`src/hw/eth_cfg_pkg.sv`:
```
package eth_cfg_pkg;

   // ----------------------------------------------------------
   // Field types
   // ----------------------------------------------------------

   // Station MAC address, byte 0 is the most significant
   typedef logic [47:0] mac_t;

   // IPv4 address, same byte order as the MAC
   typedef logic [31:0] ip_t;

   // UDP port, zero marks an unused slot
   typedef logic [15:0] udp_port_t;

   // Byte position inside a field, 0 is the MSB
   typedef logic [2:0] byte_idx_t;

   // ----------------------------------------------------------
   // Sizes
   // ----------------------------------------------------------

   // Number of UDP port slots
   localparam int num_slots = 8;

   // Width of a slot index
   localparam int slot_w = 3;

   // Byte counts of the space 0 fields
   localparam int mac_bytes = $bits(mac_t) / 8;
   localparam int ip_bytes = $bits(ip_t) / 8;

   // IP starts right after the MAC in space 0
   localparam int ip_base = mac_bytes;

   // Edges the encoder waits for the slot compares
   localparam int settle_edges = 2;

   // ----------------------------------------------------------
   // Structs
   // ----------------------------------------------------------

   // Registered write, shared by all field registers
   typedef struct packed {
      logic [7:0] data;
      byte_idx_t  idx;
   } cfg_wr_t;

   // Lookup answer
   typedef struct packed {
      logic              hit;
      logic [slot_w-1:0] slot_idx;
   } lookup_result_t;

   // Identity driven to the packet engine
   typedef struct packed {
      mac_t mac;
      ip_t  ip;
   } net_id_t;

endpackage

```
`src/hw/cfg_field_reg.sv`:
```
`timescale 1ns/1ps

module cfg_field_reg #(
   parameter type field_t = logic [7:0]
) (
   input  logic                 cfg_clk,
   input  logic                 reset,
   input  logic                 we,
   input  eth_cfg_pkg::cfg_wr_t wr,
   output field_t               field
);
   import eth_cfg_pkg::*;

   // Byte count follows the field type
   localparam int n_bytes = $bits(field_t) / 8;

   logic [n_bytes*8-1:0] field_q;

   // ----------------------------------------------------------
   // Byte update
   // ----------------------------------------------------------

   // Position 0 lands in the top byte
   // Positions past the field match no byte
   always_ff @(posedge cfg_clk) begin
      if (reset) begin
         field_q <= '0;
      end else if (we) begin
         for (int b = 0; b < n_bytes; b++) begin
            if (wr.idx == byte_idx_t'(b)) begin
               field_q[(n_bytes-1-b)*8 +: 8] <= wr.data;
            end
         end
      end
   end

   // Hand out as the packed type
   assign field = field_t'(field_q);

endmodule

```
`src/hw/cfg_write_decoder.sv`:
```
`timescale 1ns/1ps

module cfg_write_decoder (
   input  logic                               cfg_clk,
   input  logic                               reset,
   input  logic                               cfg_valid,
   input  logic [4:0]                         cfg_addr,
   input  logic [7:0]                         cfg_wdata,
   output eth_cfg_pkg::cfg_wr_t               wr,
   output logic                               mac_we,
   output logic                               ip_we,
   output logic [eth_cfg_pkg::num_slots-1:0] slot_we
);
   import eth_cfg_pkg::*;

   // Input stage
   logic       valid_q;
   logic [4:0] addr_q;
   logic [7:0] wdata_q;

   // Decoded next values
   logic                 mac_we_d;
   logic                 ip_we_d;
   logic [num_slots-1:0] slot_we_d;
   byte_idx_t            idx_d;
   logic [3:0]           ip_off;

   // ----------------------------------------------------------
   // Sample the host bus
   // ----------------------------------------------------------

   always_ff @(posedge cfg_clk) begin
      if (reset) begin
         valid_q <= 1'b0;
      end else begin
         valid_q <= cfg_valid;
      end
      addr_q  <= cfg_addr;
      wdata_q <= cfg_wdata;
   end

   // ----------------------------------------------------------
   // Address map
   // ----------------------------------------------------------

   // Offset into the IP field
   assign ip_off = addr_q[3:0] - 4'(ip_base);

   always_comb begin
      mac_we_d  = 1'b0;
      ip_we_d   = 1'b0;
      slot_we_d = '0;
      idx_d     = '0;
      if (valid_q) begin
         if (!addr_q[4]) begin
            // Space 0, MAC then IP, rest dropped
            if (addr_q[3:0] < 4'(mac_bytes)) begin
               mac_we_d = 1'b1;
               idx_d    = byte_idx_t'(addr_q[3:0]);
            end else if (addr_q[3:0] < 4'(ip_base + ip_bytes)) begin
               ip_we_d = 1'b1;
               idx_d   = byte_idx_t'(ip_off);
            end
         end else begin
            // Space 1, two bytes per slot
            slot_we_d[addr_q[slot_w:1]] = 1'b1;
            idx_d = byte_idx_t'(addr_q[0]);
         end
      end
   end

   // Output stage
   always_ff @(posedge cfg_clk) begin
      if (reset) begin
         mac_we  <= 1'b0;
         ip_we   <= 1'b0;
         slot_we <= '0;
      end else begin
         mac_we  <= mac_we_d;
         ip_we   <= ip_we_d;
         slot_we <= slot_we_d;
      end
      wr.data <= wdata_q;
      wr.idx  <= idx_d;
   end

endmodule

```
`src/hw/eth_cfg_top.sv`:
```
`timescale 1ns/1ps

module eth_cfg_top (
   input  logic                        cfg_clk,
   input  logic                        reset,
   input  logic                        cfg_valid,
   input  logic [4:0]                  cfg_addr,
   input  logic [7:0]                  cfg_wdata,
   input  logic                        cfg_enable_rx,
   input  logic                        lookup_req,
   input  eth_cfg_pkg::udp_port_t      lookup_port,
   output logic                        lookup_ack,
   output eth_cfg_pkg::lookup_result_t lookup_result,
   output eth_cfg_pkg::net_id_t        net_id
);
   import eth_cfg_pkg::*;

   cfg_wr_t              wr;
   logic                 mac_we;
   logic                 ip_we;
   logic [num_slots-1:0] slot_we;
   logic [num_slots-1:0] slot_match;
   mac_t                 station_mac;
   ip_t                  station_ip;

   // ----------------------------------------------------------
   // Host write path
   // ----------------------------------------------------------

   cfg_write_decoder u_write_decoder (
      .cfg_clk   (cfg_clk),
      .reset     (reset),
      .cfg_valid (cfg_valid),
      .cfg_addr  (cfg_addr),
      .cfg_wdata (cfg_wdata),
      .wr        (wr),
      .mac_we    (mac_we),
      .ip_we     (ip_we),
      .slot_we   (slot_we)
   );

   // Station identity
   cfg_field_reg #(
      .field_t (mac_t)
   ) u_mac_reg (
      .cfg_clk (cfg_clk),
      .reset   (reset),
      .we      (mac_we),
      .wr      (wr),
      .field   (station_mac)
   );

   cfg_field_reg #(
      .field_t (ip_t)
   ) u_ip_reg (
      .cfg_clk (cfg_clk),
      .reset   (reset),
      .we      (ip_we),
      .wr      (wr),
      .field   (station_ip)
   );

   assign net_id = '{mac: station_mac, ip: station_ip};

   // ----------------------------------------------------------
   // Port lookup
   // ----------------------------------------------------------

   // One slot per UDP port entry
   for (genvar i = 0; i < num_slots; i++) begin : g_slot
      udp_port_slot u_slot (
         .cfg_clk     (cfg_clk),
         .reset       (reset),
         .we          (slot_we[i]),
         .wr          (wr),
         .lookup_port (lookup_port),
         .match       (slot_match[i])
      );
   end

   port_match_encoder u_match_encoder (
      .cfg_clk       (cfg_clk),
      .reset         (reset),
      .enable_rx     (cfg_enable_rx),
      .match         (slot_match),
      .lookup_req    (lookup_req),
      .lookup_ack    (lookup_ack),
      .lookup_result (lookup_result)
   );

endmodule

```
`src/hw/port_match_encoder.sv`:
```
`timescale 1ns/1ps

module port_match_encoder (
   input  logic                               cfg_clk,
   input  logic                               reset,
   input  logic                               enable_rx,
   input  logic [eth_cfg_pkg::num_slots-1:0] match,
   input  logic                               lookup_req,
   output logic                               lookup_ack,
   output eth_cfg_pkg::lookup_result_t        lookup_result
);
   import eth_cfg_pkg::*;

   typedef enum logic [1:0] {
      st_idle,
      st_settle,
      st_acked
   } state_t;

   state_t            state_q;
   logic [1:0]        settle_cnt;
   logic              any_match;
   logic              hit;
   logic [slot_w-1:0] first_idx;

   // ----------------------------------------------------------
   // Priority encoder
   // ----------------------------------------------------------

   // Walk down so the lowest slot wins
   always_comb begin
      first_idx = '0;
      for (int i = num_slots - 1; i >= 0; i--) begin
         if (match[i]) begin
            first_idx = slot_w'(i);
         end
      end
   end

   assign any_match = |match;

   // Disabled receive forces a miss
   assign hit = any_match && enable_rx;

   // ----------------------------------------------------------
   // Handshake FSM
   // ----------------------------------------------------------

   always_ff @(posedge cfg_clk) begin
      if (reset) begin
         state_q       <= st_idle;
         settle_cnt    <= '0;
         lookup_result <= '0;
      end else begin
         case (state_q)
            st_idle: begin
               // First edge with req high
               if (lookup_req) begin
                  state_q    <= st_settle;
                  settle_cnt <= '0;
               end
            end
            st_settle: begin
               if (!lookup_req) begin
                  state_q <= st_idle;
               end else if (settle_cnt == 2'(settle_edges - 1)) begin
                  // Matches now follow the held port
                  state_q                <= st_acked;
                  lookup_result.hit      <= hit;
                  lookup_result.slot_idx <= hit ? first_idx : '0;
               end else begin
                  settle_cnt <= settle_cnt + 2'd1;
               end
            end
            st_acked: begin
               // Result held until req drops
               if (!lookup_req) begin
                  state_q <= st_idle;
               end
            end
            default: state_q <= st_idle;
         endcase
      end
   end

   assign lookup_ack = (state_q == st_acked);

endmodule

```
`src/hw/udp_port_slot.sv`:
```
`timescale 1ns/1ps

module udp_port_slot (
   input  logic                   cfg_clk,
   input  logic                   reset,
   input  logic                   we,
   input  eth_cfg_pkg::cfg_wr_t   wr,
   input  eth_cfg_pkg::udp_port_t lookup_port,
   output logic                   match
);
   import eth_cfg_pkg::*;

   // Stored port of this slot
   udp_port_t port;
   logic      used;
   logic      equal;

   // ----------------------------------------------------------
   // Port storage
   // ----------------------------------------------------------

   // High byte at position 0
   cfg_field_reg #(
      .field_t (udp_port_t)
   ) u_port_reg (
      .cfg_clk (cfg_clk),
      .reset   (reset),
      .we      (we),
      .wr      (wr),
      .field   (port)
   );

   // ----------------------------------------------------------
   // Compare
   // ----------------------------------------------------------

   // Zero port means slot not in use
   assign used  = (port != '0);
   assign equal = (port == lookup_port);

   // Registered every cycle
   always_ff @(posedge cfg_clk) begin
      if (reset) begin
         match <= 1'b0;
      end else begin
         match <= used && equal;
      end
   end

endmodule

```
`config.mk`:
```
export PLATFORM = sky130hd
export DESIGN_NAME = eth_cfg_top
export DESIGN_NICKNAME = d
export VERILOG_FILES = /design/src/hw/eth_cfg_pkg.sv /design/src/hw/cfg_field_reg.sv /design/src/hw/cfg_write_decoder.sv /design/src/hw/eth_cfg_top.sv /design/src/hw/port_match_encoder.sv /design/src/hw/udp_port_slot.sv
export SDC_FILE = /design/constraint.sdc
export NUM_CORES = 1
export LEC_CHECK = 0
export ABC_AREA = 1
export BUFFER_PORTS_ARGS = -buffer_cell sky130_fd_sc_hd__clkbuf_2
export CELL_PAD_IN_SITES_DETAIL_PLACEMENT = 0
export CELL_PAD_IN_SITES_GLOBAL_PLACEMENT = 2
export CORE_UTILIZATION = 30
export DETAILED_ROUTE_END_ITERATION = 16
export PLACE_DENSITY_LB_ADDON = 0.1
export SYNTH_ARGS = -nofsm -noshare
export SYNTH_HDL_FRONTEND = slang
export SYNTH_SLANG_ARGS = --single-unit
```
`constraint.sdc`:
```
create_clock -name cfg_clk -period 1.43 [get_ports cfg_clk]
set_clock_uncertainty 0.05 [all_clocks]
set_input_delay 0.2145 -clock cfg_clk [delete_from_list [all_inputs] [get_ports cfg_clk]]
set_output_delay 0.2145 -clock cfg_clk [all_outputs]
set_load 0.01 [all_outputs]
```
==> Yosys cells after proc, flatten, opt, wreduce, memory -nomap -nowiden <==
Index checks and enable logic that the tools add are counted.
{ "totals": {"in_bits": 34, "ff_bits": 259, "word_cells": 156, "out_inout_bits": 85} }
{ "op_classes": {"eq_ne": 21, "n_bitwise": 2, "n_addsub": 2, "muxes": 25, "order_cmp": 4, "n_reduce_logical": 55} }
{ "ops": {"columns": ["op", "count"], "rows": [
  ["$eq 16x16->1", 8],
  ["$reduce_bool 16->1", 8],
  ["$reduce_and 2->1", 26],
  ["$mux 3", 11],
  ["$mux 2", 7],
  ["$logic_and 1x1->1", 10],
  ["$ne 2x2->1 const B", 4],
  ["$reduce_or 8->1", 1],
  ["$eq 3x2->1 const B", 2],
  ["$eq 3x3->1 const B", 2],
  ["$pmux 2 s3", 1],
  ["$reduce_and 3->1", 2],
  ["$reduce_or 3->1", 2],
  ["$eq 2x1->1 const B", 2],
  ["$lt 3x4->1 const B", 1],
  ["$lt 4x3->1 const B", 1],
  ["$lt 4x4->1 const B", 1],
  ["$mux 1", 4],
  ["$pmux 2 s2", 1],
  ["$reduce_and 4->1", 1],
  ["$reduce_or 4->1", 1],
  ["$demux 1 s3", 1],
  ["$eq 3x1->1 const B", 1],
  ["$ge 3x1->1 const B", 1],
  ["other kinds (9)", 10]
]} }

==> Depth between registers and ports, before layout <==
{ "logic_depth": {"ltp_word": 9, "mapped_depth": 9, "mapped_depth_nobuf": 9} }

==> Modules after synthesis <==
A second synthesis with hierarchy kept.
{ "unflattened": {"hier_cells": 2187, "hier_area_um2": 14288.7} }
{ "modules_own_cells": {"columns": ["mod", "cells_each", "area_each_um2", "n_inst"], "rows": [
  ["cfg_field_reg at g_slot[0].u_slot.u_port_reg ...", 103, 815.8, 8],
  ["udp_port_slot", 94, 392.9, 8],
  ["cfg_field_reg at u_mac_reg", 282, 1965.6, 1],
  ["cfg_field_reg at u_ip_reg", 193, 1346.3, 1],
  ["cfg_write_decoder", 70, 872.1, 1],
  ["port_match_encoder", 66, 435.4, 1]
]} }

==> Least setup slack after synthesis <==
OpenSTA, ideal clock, no wires.
{ "synth_timing": {"kind": "flip-flop to flip-flop", "from": "reg u_write_decoder.wr[1] (netlist name)", "to": "reg g_slot[3].u_slot.u_port_reg.field_q[5]", "stages_incl_launch_ff": 8, "required_ns": 1.261, "setup_slack_ns": 0.049, "n_path_buf": 1, "setup_ns": 0.119, "arrival_time_ns": 1.211, "path_cell_list": "dfxtp_1 -> inv_1 -> nand2_1 -> nor2_2 -> nand2_1 -> buf_4 -> o21ai_0 -> a21oi_1"} }
{ "synth_between": {"elab_chain_len": 2} }
{ "synth_rtl": {"columns": ["element", "line_no", "text"], "rows": [
  ["$eq 3x1->1", "cfg_field_reg.sv:30", "if (wr.idx == byte_idx_t'(b)) begin"],
  ["$reduce_and 2->1 (no line)", null, null],
  ["end signal: indexed assignment", "cfg_field_reg.sv:31", "field_q[(n_bytes-1-b)*8 +: 8] <= wr.data;"],
  ["end: declaration", "cfg_field_reg.sv:17", "logic [n_bytes*8-1:0] field_q;"]
]} }
No other way between the ends.
A chain may end at the register's enable or synchronous reset.

==> Final worst setup path <==
{ "layout_timing": {"from": "reg u_match_encoder.state_q[0]", "to": "out lookup_ack"} }
{ "layout_between": {"elab_chain_len": 1} }
{ "layout_rtl": {"columns": ["element", "line_no", "text"], "rows": [
  ["start: declaration", "port_match_encoder.sv:20", "state_t state_q;"],
  ["start signal: assignment", "port_match_encoder.sv:51", "state_q <= st_idle;"],
  ["start signal: assignment", "port_match_encoder.sv:59", "state_q <= st_settle;"],
  ["start signal: assignment", "port_match_encoder.sv:65", "state_q <= st_idle;"],
  ["$eq 2x2->1", "port_match_encoder.sv:86", "assign lookup_ack = (state_q == st_acked);"],
  ["end: declaration", "eth_cfg_top.sv:12", "output logic lookup_ack,"]
]} }
No other way between the ends.

==> Implementation_results.wiki <==
{| class="wikitable"
! Metric !! Value
|-
| Net switching power || 3960 uW
|-
| Insertion delay to the later sink of the worst-skew pair || 0.56 ns
|-
| CTS max path bufs || 3
|-
| Effective utilization at floorplan || 30.8%
|-
| Number of clock sinks seen by CTS || 259
|-
| Min setup slack post-route || 0.0127 ns
|-
| Unrepaired setup endpoints after global routing || yes
|-
| Mapped Avg Cell Area || 7.31 um2
|-
| Setup violations, final || 0
|-
| Diode insertion count for antenna repair || 0
|-
| Period Utilization, post-route || 99.1%
|-
| Core occupancy in the finished layout || 41.0%
|-
| Cell internal power dissipation || 12600 uW
|-
| EDFF count, synth || 0
|-
| Number of nets in the final layout || 1716
|-
| HPWL after DPL || 27900 um
|-
| Setup slack of the worst register-to-register path || 0.05 ns
|-
| Via density per instance || 4.92
|-
| Highest ir drop seen on vdd || 0.992 mV
|-
| Startpoint type of the worst setup path || register
|-
| Width of the chip || 191 um
|-
| Largest cells by area after synthesis || sky130_fd_sc_hd__dfxtp_1, sky130_fd_sc_hd__o21ai_0, sky130_fd_sc_hd__a21oi_1, sky130_fd_sc_hd__nor2_1, sky130_fd_sc_hd__nand2_1
|-
| Cells on worst reg2reg path || 8
|-
| Largest net degree at the start of global routing || 46
|-
| Library cell used as clock root buffer || sky130_fd_sc_hd__clkbuf_16
|-
| Class of the most critical setup path || reg -> out
|-
| Post-Synthesis Net Count || 1507
|-
| Portion of total power attributed to combinational logic || 8.0%
|-
| Pins Over Slew Limit || 0
|-
| Result of the run || finished, final reports clean
|-
| Upper clock frequency limit || 706 MHz
|-
| Vias in the first global route || 10100
|-
| Number of clock buffers inserted by TritonCTS || 31
|-
| First-pass GRT wire length || 61800 um
|-
| Static leakage power || 0.00568 uW
|-
| Launch point of the worst hold path || reset
|-
| Total of buffers placed on input and output ports || 118
|-
| Fraction of final layout cells with drive strength greater than 1 || 20.3%
|-
| Flops & latches, synth || 259
|-
| Cell count after synthesis || 1472
|-
| Number of search-and-repair iterations in the first detailed-routing pass || 6
|-
| Routed via count || 10600
|-
| Relative contribution of sequential cells to total power || 44.2%
|-
| Async set-reset flop share out of synthesis || 0%
|-
| RR Endpoint || g_slot[4].u_slot.u_port_reg.field[14]
|-
| Number of distinct library cells after synthesis || 28
|-
| Sequential fraction of the synthesis area || 48.2%
|-
| Warnings from Yosys || 0
|-
| Clock transition at path regs || 0.06 ns
|-
| Number of H-tree branching levels || 1
|-
| Row Count || 68
|-
| Post-route ant nets || 0
|-
| Global route total overflow || 0
|-
| Pin slew with the least headroom to its limit || 0.459 ns
|-
| GRT Resource Usage Total || 22.4%
|-
| Crit path max fanout || 5
|-
| Sort of element at the end of the critical path || primary output
|-
| Required time reported for the critical path endpoint || 1.17 ns
|-
| Die outline area || 36600 um2
|-
| Post-synthesis cell type with the largest combined area || sky130_fd_sc_hd__dfxtp_1
|-
| Netlist Area Pre-Place || 10800 um2
|-
| Worst path arrival time || 1.15 ns
|-
| Predominant post-synthesis flop cell || sky130_fd_sc_hd__dfxtp_1
|-
| Part of the total power dissipated in the clock network || 47.8%
|-
| Hold depth || 4
|-
| Final hold violations || 0
|-
| Startpoint of the lowest-slack register-to-register path || u_write_decoder.wr[1]
|-
| Post-Place Setup Slack || -0.183 ns
|-
| Clock tree from TritonCTS || done
|-
| Total Power || 16600 uW
|-
| Switch share || 23.9%
|-
| Headroom to the max-slew limit || 69.4%
|-
| Initial antenna violation count || 0
|-
| Count of boundary I/O pins || 119
|-
| Total of max-cap violations || 0
|-
| Worst-case hold path end point || g_slot[4].u_slot.u_port_reg.field[0]
|-
| Placer Congestion || 0.858
|-
| Area of the core || 34900 um2
|-
| DRC violations left || 0
|-
| Period minus WS final || 1.42 ns
|-
| Class of the most critical hold timing path || in -> reg
|-
| DIE HEIGHT || 191 um
|-
| Routed wire length || 41100 um
|-
| Initial drt markers || 772
|-
| Area Overhead vs Synth || 32.9%
|-
| Post-DR wirelength/cell || 19.1 um
|-
| Area share of the leading cell type in the synthesized netlist || 48.2%
|-
| Pwr/cell area || 1160 nW/um2
|}
metal layers:
layer / wire (um) / track usage [%] / part of all wire [%] / vias up
met1: 20000 / 32.4 / 49 / 5018
met5: 0 / 0 / 0 / -
met4: 885 / 5.37 / 2.2 / 0
met2: 18400 / 35.6 / 45 / 241
li1: - / - / - / 5306
met3: 1800 / 2.28 / 4.4 / 55
timing repair:
item                       in CTS  in global routing
setup endpoints to repair      46                175
resized for setup              17                154
hold endpoints to repair       17                  0
hold buffers                   17                  0
setup buffers                   1                  6
pin swaps                       1                 13
cloned                          0                  3
synthesized netlist by cell type, types with 6 or more instances:
| cell | n |
|---|---|
| sky130_fd_sc_hd__nor2_1 | 216 |
| sky130_fd_sc_hd__buf_2 | 28 |
| sky130_fd_sc_hd__dfxtp_1 | 259 |
| sky130_fd_sc_hd__inv_1 | 161 |
| sky130_fd_sc_hd__clkbuf_1 | 41 |
| sky130_fd_sc_hd__o22ai_1 | 40 |
| sky130_fd_sc_hd__o21ai_0 | 226 |
| sky130_fd_sc_hd__xnor2_1 | 22 |
| sky130_fd_sc_hd__nand3_1 | 80 |
| sky130_fd_sc_hd__a21oi_1 | 185 |
| sky130_fd_sc_hd__nand2_1 | 162 |
| sky130_fd_sc_hd__xor2_1 | 6 |
| sky130_fd_sc_hd__buf_4 | 7 |
| sky130_fd_sc_hd__nand4_1 | 20 |
placed cells by master, fill, tap and decap left out, types with 4 or more instances in the layout:
master / n
sky130_fd_sc_hd__clkbuf_16: 34
sky130_fd_sc_hd__clkbuf_8: 10
sky130_fd_sc_hd__nand2_1: 146
sky130_fd_sc_hd__o21ai_0: 136
sky130_fd_sc_hd__o21ai_1: 71
sky130_fd_sc_hd__o22ai_1: 40
sky130_fd_sc_hd__clkbuf_2: 117
sky130_fd_sc_hd__nor2_4: 4
sky130_fd_sc_hd__buf_6: 13
sky130_fd_sc_hd__inv_1: 153
sky130_fd_sc_hd__clkbuf_1: 7
sky130_fd_sc_hd__nand3_1: 77
sky130_fd_sc_hd__xnor2_1: 22
sky130_fd_sc_hd__buf_4: 78
sky130_fd_sc_hd__xor2_1: 6
sky130_fd_sc_hd__o21ai_2: 19
sky130_fd_sc_hd__a21oi_1: 183
sky130_fd_sc_hd__inv_2: 5
sky130_fd_sc_hd__dlygate4sd3_1: 17
sky130_fd_sc_hd__nor2_1: 214
sky130_fd_sc_hd__nand2_4: 8
sky130_fd_sc_hd__nand4_1: 20
sky130_fd_sc_hd__dfxtp_2: 4
sky130_fd_sc_hd__buf_12: 27
sky130_fd_sc_hd__dfxtp_1: 255
sky130_fd_sc_hd__nand2_2: 9
kinds of logic (layout without fill, tap and decap cells):
logic type      Yosys count  after routing  synth area share (%)
compound gates          452            452                  21.5
xor+xnor                 28             28                  2.28
fa+ha+maj                 1              1                 0.116
simple gates            489            489                  18.8
buf+inv                 243            473                  9.12
flops                   259            259                  48.2
power groups by stage:
stage,clock network [uW],registers (uW),logic (uW)
6_report,7920,7320,1330
5_1_grt,8420,7320,1430
4_1_cts,8140,7320,1240
2_1_floorplan,0,7470,536
3_3_place_gp,0,7480,1200
3_5_place_dp,0,7480,1200
per-stage QoR:
stage	setup TNS (ns)	cells	hold slack, ns	instance area, um2
detailed placement	-3.38	2076	0.262	12700
finish	0	2157	0.0817	14300
floorplan	0	1472	0.192	10800
global placement	-2.67	2076	0.260	12700
global route	-0.319	2157	0.0806	14300
CTS	-0.0191	2148	0.0649	13900
state kept, by name, summed over array words and instances (netlist names), 2 cells and up:
signal and count:
u_match_encoder.state_q 2, u_ip_reg.field 32, g_slot.u_slot.match 8, u_mac_reg.field 48
u_match_encoder.settle_cnt 2, u_write_decoder.wr 11, u_match_encoder.lookup_result 4, u_write_decoder.addr_q 5
u_write_decoder.wdata_q 8, g_slot.u_slot.u_port_reg.field 128, u_write_decoder.slot_we 8
critical path, stage by stage (launching register included):
cell and delay (ns):
sky130_fd_sc_hd__dfxtp_2 0.35, sky130_fd_sc_hd__nor2_4 0.13, sky130_fd_sc_hd__buf_6 0.11
worst max-delay path by stage:
stage	from	slack [ns]	endpoint	cells after the start
after global placement	u_write_decoder.wr[2]	-0.15	u_ip_reg.field[8]	6
after floorplan	u_write_decoder.wr[1]	0.05	g_slot[3].u_slot.u_port_reg.field[5]	7
after CTS	u_match_encoder.state_q[1]	-0.02	lookup_ack	3
after global routing	u_write_decoder.wr[0]	-0.03	g_slot[4].u_slot.u_port_reg.field[14]	8
final	u_match_encoder.state_q[0]	0.01	lookup_ack	2
after detailed placement	u_write_decoder.wr[2]	-0.18	u_ip_reg.field[8]	6
final cells by class:
class | count | area [um2]
sequential | 259 | 5190
timing repair buffer | 255 | 2100
multi-input combinational | 970 | 4790
tap | 455 | 569
clock inverter | 6 | 82.6
clock buffer | 48 | 940
inverter | 164 | 627
fill | 3681 | 20600
No activity file was read; power rests on OpenSTA's default activity.
